<file path="src/hdl/cache_pkg.sv">
`default_nettype none

package cache_pkg;

  // Data word and byte address widths
  localparam int data_w = 16;
  localparam int addr_w = 16;

  // Address split into tag, set index and byte offset
  localparam int tag_w = 6;
  localparam int index_w = 6;
  localparam int offset_w = 4;
  // Offset bits above bit 0 select one word in the block
  localparam int word_sel_w = 3;

  // Direct-mapped geometry
  localparam int block_words = 8;
  localparam int num_sets = 64;

  // Multicycle main memory
  localparam int mem_latency = 4;
  localparam int mem_words = 32768;

  // Tag in the upper bits, byte offset at the bottom
  typedef struct packed {
    logic [tag_w-1:0]    tag;
    logic [index_w-1:0]  index;
    logic [offset_w-1:0] offset;
  } addr_fields_t;

  // One address word, read flat by memory and split by the cache
  typedef union packed {
    logic [addr_w-1:0] raw;
    addr_fields_t      f;
  } cache_addr_t;

  // Block fill sequencing
  typedef enum logic [1:0] {
    fill_idle    = 2'd0,
    fill_request = 2'd1,
    fill_drain   = 2'd2
  } fill_state_t;

endpackage

`default_nettype wire

</file>
<file path="src/hdl/mem_bus_if.sv">
`timescale 1ns/10ps
`default_nettype none

interface mem_bus_if;

  // Request side
  logic                         enable;
  logic                         wr;
  cache_pkg::cache_addr_t       addr;
  logic [cache_pkg::data_w-1:0] wdata;

  // Return side, valid pulse mem_latency cycles after a read
  logic [cache_pkg::data_w-1:0] rdata;
  logic                         data_valid;

  // Cache control issues reads, fill requests and write-throughs
  modport ctrl (
    output enable,
    output wr,
    output addr,
    output wdata
  );

  // Main memory answers reads and absorbs writes
  modport mem (
    input  enable,
    input  wr,
    input  addr,
    input  wdata,
    output rdata,
    output data_valid
  );

endinterface

`default_nettype wire

</file>
<file path="src/hdl/fill_fsm.sv">
`timescale 1ns/10ps
`default_nettype none

module fill_fsm (
  input  logic                             clk,
  input  logic                             reset,
  input  logic                             rd,
  input  logic                             wr,
  input  cache_pkg::cache_addr_t           addr,
  input  logic [cache_pkg::data_w-1:0]     wdata,
  input  logic                             hit,
  input  logic [cache_pkg::word_sel_w-1:0] req_word,
  input  logic                             req_last,
  input  logic                             ret_last,
  input  logic                             data_valid,
  output logic                             start,
  output logic                             write_data_array,
  output logic                             write_tag_array,
  output logic                             store_hit,
  output logic                             stall,
  mem_bus_if.ctrl                          bus
);

  cache_pkg::fill_state_t state;
  cache_pkg::fill_state_t state_nxt;
  cache_pkg::cache_addr_t fill_addr;
  logic                   access;
  logic                   miss;
  logic                   busy;

  // Requester holds a level while it wants service
  assign access = rd | wr;
  assign miss = access & ~hit;
  assign busy = (state != cache_pkg::fill_idle);

  always_ff @(posedge clk) begin
    if (reset) begin
      state <= cache_pkg::fill_idle;
    end else begin
      state <= state_nxt;
    end
  end

  always_comb begin
    state_nxt = state;
    start = 1'b0;
    write_tag_array = 1'b0;
    case (state)
      cache_pkg::fill_idle: begin
        // Clear the beat counters as the fill begins
        if (miss) begin
          start = 1'b1;
          state_nxt = cache_pkg::fill_request;
        end
      end
      cache_pkg::fill_request: begin
        // One read per cycle, eight in a row
        if (req_last) begin
          state_nxt = cache_pkg::fill_drain;
        end
      end
      cache_pkg::fill_drain: begin
        // Last word lands together with the tag
        if (data_valid && ret_last) begin
          write_tag_array = 1'b1;
          state_nxt = cache_pkg::fill_idle;
        end
      end
      default: begin
        state_nxt = cache_pkg::fill_idle;
      end
    endcase
  end

  // Block base from the request, word from the request counter
  always_comb begin
    fill_addr.f.tag = addr.f.tag;
    fill_addr.f.index = addr.f.index;
    fill_addr.f.offset = {req_word, 1'b0};
  end

  // Write-through only once the block is present
  assign store_hit = ~busy & wr & hit;

  // Returned words go into the data array while a fill runs
  assign write_data_array = busy & data_valid;

  assign bus.enable = (state == cache_pkg::fill_request) | store_hit;
  assign bus.wr = store_hit;
  assign bus.addr = store_hit ? addr : fill_addr;
  assign bus.wdata = wdata;

  // Held until the access can complete from the cache
  assign stall = access & (busy | ~hit);

endmodule

`default_nettype wire

</file>
<file path="src/flat_wrapper.sv">
// flat-port wrapper written by rule: the top's interface ports become plain ports
module fill_fsm_flat 
  (clk, reset, rd, wr, addr, wdata, hit, req_word, req_last, ret_last, data_valid, start, write_data_array, write_tag_array, store_hit, stall, bus_enable, bus_wr, bus_addr, bus_wdata);
  mem_bus_if bus_i ();
  input  logic clk;
  input  logic reset;
  input  logic rd;
  input  logic wr;
  input  cache_pkg::cache_addr_t addr;
  input  logic [cache_pkg::data_w-1:0] wdata;
  input  logic hit;
  input  logic [cache_pkg::word_sel_w-1:0] req_word;
  input  logic req_last;
  input  logic ret_last;
  input  logic data_valid;
  output logic start;
  output logic write_data_array;
  output logic write_tag_array;
  output logic store_hit;
  output logic stall;
  output wire logic [$bits(bus_i.enable)-1:0] bus_enable;
  output wire logic [$bits(bus_i.wr)-1:0] bus_wr;
  output wire logic [$bits(bus_i.addr)-1:0] bus_addr;
  output wire logic [$bits(bus_i.wdata)-1:0] bus_wdata;
  assign bus_enable = bus_i.enable;
  assign bus_wr = bus_i.wr;
  assign bus_addr = bus_i.addr;
  assign bus_wdata = bus_i.wdata;
  fill_fsm u_core (.clk(clk), .reset(reset), .rd(rd), .wr(wr), .addr(addr), .wdata(wdata), .hit(hit), .req_word(req_word), .req_last(req_last), .ret_last(ret_last), .data_valid(data_valid), .start(start), .write_data_array(write_data_array), .write_tag_array(write_tag_array), .store_hit(store_hit), .stall(stall), .bus(bus_i));
endmodule
</file>
<file path="config.mk">
export PLATFORM = sky130hd
export DESIGN_NAME = fill_fsm_flat
export DESIGN_NICKNAME = d
export VERILOG_FILES = /design/src/hdl/cache_pkg.sv /design/src/hdl/mem_bus_if.sv /design/src/hdl/fill_fsm.sv /design/src/flat_wrapper.sv
export SDC_FILE = /design/constraint.sdc
export NUM_CORES = 1
export LEC_CHECK = 0
export BUFFER_PORTS_ARGS = -buffer_cell sky130_fd_sc_hd__buf_2
export CAP_MARGIN = 20
export CELL_PAD_IN_SITES_DETAIL_PLACEMENT = 1
export CELL_PAD_IN_SITES_GLOBAL_PLACEMENT = 2
export CORE_AREA = 5 5 72 74
export DETAILED_ROUTE_END_ITERATION = 6
export DIE_AREA = 0 0 77 79
export PLACE_DENSITY = 0.87
export SYNTH_ARGS = -nofsm -noshare
export SYNTH_HDL_FRONTEND = slang
export SYNTH_SLANG_ARGS = --single-unit
</file>
<file path="constraint.sdc">
create_clock -name clk -period 3.1 [get_ports clk]
set_clock_uncertainty 0.2 [all_clocks]
set_input_delay 0.465 -clock clk [delete_from_list [all_inputs] [get_ports clk]]
set_output_delay 0.465 -clock clk [all_outputs]
set_load 0.02 [all_outputs]
</file>
==> impl_results.md <==
* Relative slew slack at between 80% and 90%
* Vias in the first global route at between 300 and 400
* CP max FO at 7
* CTS Hold Bufs at 0
* Internal at 0.1354 mW
* Tcrit/Tclk final at 69.44%
* GP Congestion at 0.5867
* Register bit total from synthesis at 2
* FF-to-FF Start: u_core.state[0]
* Worst reg2reg setup slack at roughly 1.9 ns
* Syn. warnings at 0
* Drt initial violations at 15
* Worst hold path class: input pin to flip-flop
* Mapped Avg Cell Area at 8.205 µm²
* Worst Path Arrival at 1.49 ns
* Critical-path cell list: nor2_2 -> and3_4 -> mux2_4 -> buf_2
* Slew Viols, Final at 0
* DR vias at 309
* Crit path largest cell delay at 0.37 ns
* First-pass iteration count of the detailed router at 3
* CP Capture Type: output port
* Final ANT Viol Nets at 0
* PostCTS Resize Cnt at 0
* Routed wire length at 1097 µm
* Clock latency on the worst-skew pair at 0.21 ns
* Chip height at 79 µm
* Chip width at approximately 77 µm
* Initial antenna violation count at 0
* Fmax achieved at 464.5 MHz
* Final net count at 95
* M1 wire length at ~360 µm
* Layout cells sized above 1 at 72.00%
* Leakage dissipation at 0.2041 nW
* Synth Area in Adders at 0%
* Final min period at ~2.2 ns
* Maximum number of pins on one net before global-route repair at 8
* Final Hold Vio Count at 0
* Post-synthesis simple-gate area fraction at 18.18%
* Port bufs at 25
* Worst slew pin tran at 0.2563 ns
* Area grow syn2layout at 1.173%
* DR top layer: met4
* CORE AREA at roughly 4500 µm²
* TritonCTS clock tree: built
* Htree depth at 1
* Post-synthesis sequential area ratio at around a tenth
* Post-synthesis mux area share at 10.56%
* Vias per cell at between 2 and 3
* Global-route wire length before repair at about 1800 µm
* CP required at 2.43 ns
* Syn Std Cell Area at 426.7 µm²
* Cell Rows at 25
* WL per Instance at 10.55 µm
* Comb pwr share at 29.6%
* R2R depth at 3
* # clock sinks at 2
* TNS Setup at 0 ns
* Clock Path Buffers at 2
* Sw Share at 27.77%
* Hold path start: reset
* Synth Area in Compound Gates at 7.331%
* Slowest-stage cell, CP: dfxtp_1
* Largest family of logic cells by synthesized area: buffers and inverters
* Clk slew on worst S/H paths at 0.03 ns
* Final setup margin at approximately 0.95 ns
* Biggest regs: u_core.state: 2 flops
* CTS root buf: clkbuf_8
* Dpl ws at 1.147 ns
* FF-to-FF End: u_core.state[0]
* Setup crit start kind: flip-flop
* Hold Path Depth at 2
* Die area at 6083 µm²
* Clock power frac at 54.0%
* Max reg flops at 2
* Met3 wire len at between 200 and 250 µm
* Post-synthesis cell count at 52
* Most common cell after layout, fill and taps aside: buf_2
* Inserted Clock Buffers at 3
* Register with the most flip-flops: u_core.state
* I/O Pins at 82
* Maximum VDD drop at 0.06520 mV
* Post-Syn Nets at 95
* Most frequent cells in the layout: 25 x buf_2, 3 x mux2_4, 3 x a21oi_1, 3 x clkbuf_8, 2 x dfxtp_1
* Post-synthesis xor/xnor area fraction at 0%
* Critical path class: flip-flop to output port
* WL met2 at between 400 and 500 µm
* Hold Path Sink: u_core.state[1]
* Switch Pwr at 0.05207 mW
* Yosys cell types at 19
* PwrDens at 434.3 nW/µm²
* RSZ-0062 raised after global routing: no
* Diode count at 0
* Postcts setup bufs at 0
* Maximum Capacitance Violations at 0
* Final setup viols at 0
* Post-detailed-route DRC marker count at 0
* GRT overflow at 0
* Status: completed
* Proportion of power drawn by flip-flops and latches at 16.4%
* Starting Density at under 10%
* Total Routing Usage GR at 3.862%
[area by class of cell]
cell class	instances	area (µm²)
Inverter	1	3.754
Fill cell	534	4104
Sequential cell	2	40.04
Tap cell	54	67.56
Clock buffer	3	41.29
Timing Repair Buffer	25	125.1
Multi-Input combinational cell	19	153.9
[layer usage]
layer | GRT usage (%) | vias to the layer above
li1 | - | 139
met1 | 3.404 | 135
met2 | 5.518 | 27
met3 | 2.381 | 8
met4 | 4.639 | 0
met5 | 0 | -
[Yosys cell counts (all sizes together)]
cell     n  area share, %
and3     1            2.6
nand2    1           0.88
nand3b   1            1.8
and2     1            1.8
a21oi    3            3.5
nor4     1            1.5
dfxtp    2            9.4
or2b     1            1.8
nor3     1            1.2
and4     1            2.3
o21bai   1            1.8
mux2     3             11
inv      1           0.88
o31a     1            2.1
nor2     2            2.3
and2b    1            2.1
buf     30             54
[power by group through the flow]
stage	registers (mW)	clock network (mW)	logic [mW]
after global routing	0.0315	0.107	0.0610
after floorplan	0.0301	0	0.0893
after global placement	0.0311	0	0.0562
after CTS	0.0308	0.105	0.0568
after detailed placement	0.0311	0	0.0567
final	0.0308	0.101	0.0554
[how the worst max path moves through the flow]
stage | startpoint | endpoint | cells past startpoint
floorplan | hit | start | 1
global placement | hit | bus_addr[2] | 4
detailed placement | hit | bus_addr[1] | 4
CTS | u_core.state[1] | bus_addr[1] | 4
global route | u_core.state[1] | bus_addr[1] | 4
finish | u_core.state[1] | bus_addr[1] | 4
[cell families (layout without fill, tap and decap cells)]
family	after synthesis	count (layout)
AOI/OAI and AO/OA	5	5
buffers and inverters	31	29
DFF	2	2
muxes	3	3
and+or+nand+nor	11	11
[worst max-delay path: cells and delay by family, from the launching register on]
kind / cells / cell delay, ns
multiplexers: 1 / 0.30
flip-flops: 1 / 0.37
buffers and inverters: 1 / 0.16
AND/OR/NAND/NOR: 2 / 0.45
[metrics by stage]
step	util (%)	area, µm²	cells	total power [mW]	hold slack [ns]
floorplan	-	426.7	52	0.1194	0.2948
global placement	8.607	390.4	101	0.08728	0.3567
detailed placement	8.607	390.4	101	0.08780	0.3555
CTS	9.517	431.7	104	0.1923	0.2325
global route	9.517	431.7	104	0.2000	0.2542
finish	9.517	431.7	104	0.1875	0.2331
Power figures use the tool's default switching activity.
