[src/hdl/cache_pkg.sv]
`default_nettype none

package cache_pkg;

  // Data word and byte address widths
  localparam int data_w = 16;
  localparam int addr_w = 16;

  // Address split into tag, set index and byte offset
  localparam int tag_w = 6;
  localparam int index_w = 6;
  localparam int offset_w = 4;
  // Offset bits above bit 0 select one word in the block
  localparam int word_sel_w = 3;

  // Direct-mapped geometry
  localparam int block_words = 8;
  localparam int num_sets = 64;

  // Multicycle main memory
  localparam int mem_latency = 4;
  localparam int mem_words = 32768;

  // Tag in the upper bits, byte offset at the bottom
  typedef struct packed {
    logic [tag_w-1:0]    tag;
    logic [index_w-1:0]  index;
    logic [offset_w-1:0] offset;
  } addr_fields_t;

  // One address word, read flat by memory and split by the cache
  typedef union packed {
    logic [addr_w-1:0] raw;
    addr_fields_t      f;
  } cache_addr_t;

  // Block fill sequencing
  typedef enum logic [1:0] {
    fill_idle    = 2'd0,
    fill_request = 2'd1,
    fill_drain   = 2'd2
  } fill_state_t;

endpackage

`default_nettype wire

[src/hdl/fill_counter.sv]
`timescale 1ns/10ps
`default_nettype none

module fill_counter (
  input  logic                             clk,
  input  logic                             reset,
  input  logic                             start,
  input  logic                             advance,
  input  logic                             data_valid,
  output logic [cache_pkg::word_sel_w-1:0] req_word,
  output logic                             req_last,
  output logic [cache_pkg::word_sel_w-1:0] ret_word,
  output logic                             ret_last
);

  // Issued requests, one per memory request cycle
  always_ff @(posedge clk) begin
    if (reset || start) begin
      req_word <= '0;
    end else if (advance) begin
      req_word <= req_word + 1'b1;
    end
  end

  // Returned words, trailing the requests by the memory latency
  always_ff @(posedge clk) begin
    if (reset || start) begin
      ret_word <= '0;
    end else if (data_valid) begin
      ret_word <= ret_word + 1'b1;
    end
  end

  // Final beat of the block on each side
  assign req_last = (int'(req_word) == cache_pkg::block_words - 1);
  assign ret_last = (int'(ret_word) == cache_pkg::block_words - 1);

endmodule

`default_nettype wire

[config.mk]
export PLATFORM = sky130hd
export DESIGN_NAME = fill_counter
export DESIGN_NICKNAME = d
export VERILOG_FILES = /design/src/hdl/cache_pkg.sv /design/src/hdl/fill_counter.sv
export SDC_FILE = /design/constraint.sdc
export NUM_CORES = 1
export LEC_CHECK = 0
export ABC_AREA = 1
export ABC_CLOCK_PERIOD_IN_PS = 1500
export BUFFER_PORTS_ARGS = -buffer_cell sky130_fd_sc_hd__buf_4
export CAP_MARGIN = 20
export CORE_AREA = 2 2 39 41
export DETAILED_ROUTE_END_ITERATION = 7
export DIE_AREA = 0 0 41 43
export SLEW_MARGIN = 20
export SYNTH_ARGS = -nofsm -noshare
export SYNTH_HDL_FRONTEND = slang
export SYNTH_SLANG_ARGS = --single-unit
export TNS_END_PERCENT = 50
[constraint.sdc]
create_clock -name clk -period 1.5 [get_ports clk]
set_clock_uncertainty 0.15 [all_clocks]
set_input_delay 0.075 -clock clk [delete_from_list [all_inputs] [get_ports clk]]
set_output_delay 0.075 -clock clk [all_outputs]
set_load 0.1 [all_outputs]
==> impl_metrics.toml, run 1 <==
[run_status]
status = "complete, no violations"

[global_routing]
grt_remaining_overflow = 0
grt_max_degree = 7
grt_pass1_vias = 251
antenna_found_initial = 0
grt_usage_pct = 8.14
grt_pass1_wl_um = 972

[synth]
synth_mux_area_share_pct = 0
synth_fa_ha_area_share_pct = 16.7
synth_common_cells = "13 x nand2_1, 10 x nor2_1, 6 x dfxtp_1, 6 x inv_1, 4 x ha_1"
synth-simple-area-share_pct = 34.6
synth_ff_type = "dfxtp_1"
synth-edff-count = 0
synth_top_family_by_area = "simple AND/OR/NAND/NOR gates"
ys_seq_area_share_pct = 40.0
yosysMostFrequentCell = "nand2_1"
async_flop_share_pct = 0
synth_nets = 51
synth_seq_cells = 6
synth_cell_types = 8
synth.area.top_cells = "dfxtp_1 40%, ha_1 17%, nand2_1 16%, nor2_1 13%, inv_1 7.5%"
syn_area_um2 = 300
synth_top_area_share_pct = 40.0
syn_inst = 42
ys_warn_count = 0
yosys.area.top_type = "dfxtp_1"
synth_compound_area_share_pct = 0
synth.avg_cell_area_um2 = 7.15
synthXorXnorAreaFrac_pct = 0

[worst_hold_path]
holdPathEnd = "req_word[1]"
hp-start = "req_word[1]"
whs_path_depth = 2
hp-class = "reg -> reg"

[clocking]
cts-root-buf = "clkbuf_4"
cts_tree = "done"
cts_sinks = 6
clock_tree.buffer_depth = 2
cts_resized = 0
clock_latency_ns = 0.25
cts_htree_levels = 1
path_clk_slew_ns = 0.05
cts_buffers = 3

[timing]
relSlewSlack_pct = 81.5
layout_min_cycle_time_ns = 1.41
hold_viol = 0
worst_pin_slew_ns = 0.280
finalCritPeriodShare_pct = 94.3
slew_viol_final = 0
rsz0062_at_grt = "no"
hold_slack_ns = 0.329
setup_slack_ns = 0.0850
fmax_mhz = 707
setup_viol = 0

[setup_path]
r2r_start = "ret_word[0]"
critical_path.max_fanout = 4
critPathLaunchType = "flip-flop"
r2r_end = "ret_word[2]"
max_stage_delay_ns = 0.34
critPathSlowestCell = "dfxtp_4"
required_ns = 1.27
cp.arrival_ns = 1.19
rr_worst_depth = 6
worstSetupPathType = "reg -> out"
cp_cell_sequence = "ha_1 -> ha_4 -> buf_4"
r2r_slack_ns = 0.26
end_kind = "output port"

[cells_and_area]
post-route-util_pct = 37.2
syn_to_final_growth_pct = 71.2
diodes = 0
layout-drive-gt1-share_pct = 41.9
fin_nets = 72
stdcell_count = 78

[placement]
port_buffers = 12
hpwl_um = 436
gp_congestion = 0.653
dp.cells = 70
dpl_worst_slack_ns = 0.255

[floorplanning]
design.die.area_um2 = 1760
num_io_pins = 13
die_h_um = 43
fp.dieW_um = 41
core_um2 = 1380
start_util_pct = 21.7
row_count = 14

[drt]
ant_nets = 0
dr.pass1.iters = 4
drcViolationCount = 0
route.vias.total = 293
drt_iter0_markers = 5
viasPerCell = 3.76
drt-total-wl_um = 590
wl_per_cell_um = 7.56

[power]
p_leak_uw = 0.000255
finalPower_uw = 445
power_density_nw_per_um2 = 866
ir_drop_mv = 0.284

[run]
cap_violations = 0
cell families after synthesis:
| family | Yosys count |
|---|---|
| DFF | 6 |
| adders and majority gates | 4 |
| and+or+nand+nor | 25 |
| buffers and inverters | 7 |
report_power, final:
| group | switching (uW) | leakage (uW) | internal, uW |
|---|---|---|---|
| Clock | 63.8 | 0.0000150 | 101 |
| Combinational | 73.8 | 0.000188 | 34.4 |
| Sequential | 6.56 | 0.0000522 | 165 |
layer usage:
layer	GRT usage, %	up-vias	share of wire [%]
met5	0	-	0
met4	6.00	0	0
met3	1.57	0	2.9
met2	12.5	4	55
met1	9.35	125	42
li1	-	164	-
critical path: cells and delay by family, from the launching register on:
family	cells	cell delay [ns]
flops	1	0.34
fa+ha+maj	2	0.37
buf+inv	1	0.22
cells in the final DEF (no fill, tap or decap), types with 2 or more instances in the layout:
cell type / count
nand2_1: 13
buf_4: 12
clkbuf_4: 3
ha_1: 2
dfxtp_4: 2
dfxtp_2: 4
inv_1: 6
ha_4: 2
nor2_1: 10
dlygate4sd3_1: 4
flip-flops by register name, indices dropped and copies added, names as in the netlist:
signal and count:
ret_word 3, req_word 3
area by class of cell:
type / instances / area [um2]
multi-input combinational: 29 / 179
clock buffer: 4 / 26.3
sequential: 6 / 133
inverter: 7 / 26.3
tap: 16 / 20.0
fill: 139 / 870
timing repair buffer: 16 / 130
through the flow:
step	TNS, ns	instance area [um2]
5_1_grt	0	514
3_5_place_dp	0	448
2_1_floorplan	-0.0460	338
3_3_place_gp	0	448
4_1_cts	0	514
6_report	0	514
how the worst max path moves through the flow:
stage	depth (start not counted)	start	end
5_1_grt	3	ret_word[0]	ret_last
3_3_place_gp	6	ret_word[0]	ret_word[2]
3_5_place_dp	6	ret_word[0]	ret_word[2]
6_report	3	ret_word[0]	ret_last
4_1_cts	3	ret_word[0]	ret_last
2_1_floorplan	6	req_word[0]	req_word[2]
repair_timing:
action	in CTS	in global routing
hold buffers	4	0
endpoints found under the hold margin	6	0
setup buffers	0	0
Note: power is estimated with default switching activity, not from simulation.
==> run 2: changes to the inputs <==
--- a/config.mk
+++ b/config.mk
@@ -16,4 +16,4 @@
 export SYNTH_ARGS = -nofsm -noshare
 export SYNTH_HDL_FRONTEND = slang
 export SYNTH_SLANG_ARGS = --single-unit
-export TNS_END_PERCENT = 50
+export TNS_END_PERCENT = 1
==> constraint.sdc (replaced) <==
create_clock -name clk -period 1.5 [get_ports clk]
set_clock_uncertainty 0.15 [all_clocks]
set_input_delay 0.225 -clock clk [delete_from_list [all_inputs] [get_ports clk]]
set_output_delay 0.225 -clock clk [all_outputs]
set_load 0.1 [all_outputs]
==> impl_metrics.toml, run 2 (synthesis results as in run 1) <==
[placement]
place_area_um2 = 450
port_buffers = 12
hpwl_um = 461
dp.cells = 70
gp_congestion = 0.675

[floorplanning]
fp.dieW_um = 41
start_util_pct = 21.7
row_count = 14
design.die.area_um2 = 1760
core_um2 = 1380
num_io_pins = 13
die_h_um = 43

[drt]
wl_per_cell_um = 7.89
drcViolationCount = 0
viasPerCell = 3.82
drt_iter0_markers = 4
ant_nets = 0
route.vias.total = 283
dr.pass1.iters = 2
drt-total-wl_um = 584

[run_status]
status = "complete, no violations"

[setup_path]
path_buf_inv = 1
cp.arrival_ns = 1.08
critical_path.max_fanout = 4
required_ns = 1.12
worstSetupPathType = "reg -> out"
max_stage_delay_ns = 0.35
r2r_start = "req_word[0]"
crit_family = "flip-flops"
critPathSlowestCell = "dfxtp_4"
critPathLaunchType = "flip-flop"
crit_top_cell = "ha_4"
startpoint = "req_word[0]"
end_kind = "output port"
cp_cell_sequence = "ha_4 -> ha_4 -> buf_12"

[timing]
rsz0062_at_grt = "no"
layout_min_cycle_time_ns = 1.45
worst_pin_slew_ns = 0.280
hold_slack_ns = 0.0793
finalCritPeriodShare_pct = 96.7
relSlewSlack_pct = 81.5
setup_tns_ns = 0
setup_viol = 0
hold_viol = 0
slew_viol_final = 0
fmax_mhz = 690

[cells_and_area]
syn_to_final_growth_pct = 75.4
final_area_um2 = 527
layout-drive-gt1-share_pct = 48.3
stdcell_count = 74
diodes = 0
mostFrequentLayoutCells = "13 x nand2_1, 10 x nor2_1, 10 x buf_4, 6 x inv_1, 4 x ha_4"
layout_commonest_cell = "nand2_1"
multiInputGateArea_um2 = 204
top_regs = "req_word x3, ret_word x3"
fin_nets = 68
fillCellCount = 148
seq_area_um2 = 135

[power]
ir_drop_mv = 0.287
p_leak_uw = 0.000240
power_density_nw_per_um2 = 826

[global_routing]
grt_usage_pct = 8.43
grt_pass1_vias = 248
grt_remaining_overflow = 0
antenna_found_initial = 0
grt_pass1_wl_um = 945
grt_max_degree = 7

[clocking]
cts_tree = "done"
cts_buffers = 3
cts_sinks = 6
clock_tree.buffer_depth = 2
cts-root-buf = "clkbuf_4"
cts_setup_buffers = 0
clock_latency_ns = 0.24
cts_htree_levels = 1
path_clk_slew_ns = 0.05

[worst_hold_path]
hp-class = "in -> reg"
hp-start = "reset"

[run]
cap_violations = 0
[run 2: per-stage QoR]
step,power (uW),setup WS (ns),utilization [%]
floorplan,248,-0.135,-
global placement,275,0.186,32.5
detailed placement,275,0.181,32.5
CTS,444,0.00178,36.3
global route,461,0.0213,38.1
finish,435,0.0497,38.1
[run 2: timing repair]
item	in CTS	in global routing
gates resized for setup	7	3
endpoints found under the setup margin	2	2
hold endpoints to repair	0	0
hold buffers	0	0
[run 2: metal layers]
metal / part of all wire, % / GRT usage (%)
met1: 46 / 9.97
met2: 49 / 10.9
met3: 4.8 / 1.57
met4: 0 / 10.0
met5: 0 / 0
[run 2: area by class of cell]
cell class	instances	area share [%]
Multi-Input combinational cell	29	38.7
Sequential cell	6	25.7
Timing Repair Buffer	12	21.9
Clock buffer	4	4.99
Inverter	7	4.99
Tap cell	16	3.80
[run 2: final timing paths]
kind              cells after the start  slack [ns]          end
setup / recovery                      3        0.05     req_last
hold reg to reg                       2        0.35  ret_word[1]
setup reg to reg                      6        0.32  req_word[2]
hold / removal                        4        0.08  ret_word[0]
[run 2: power by group]
part | switching, uW | internal (uW) | total (uW)
registers | 8.90 | 165 | 174
logic | 72.3 | 29.4 | 102
clock network | 58.8 | 101 | 160
total | 140 | 295 | 435
[run 2: worst reg2reg max path: cells and delay by family, from the launching register on]
family / cells / cell delay [ns]
fa+ha+maj: 2 / 0.41
buf+inv: 1 / 0.03
flops: 1 / 0.35
simple gates: 3 / 0.16
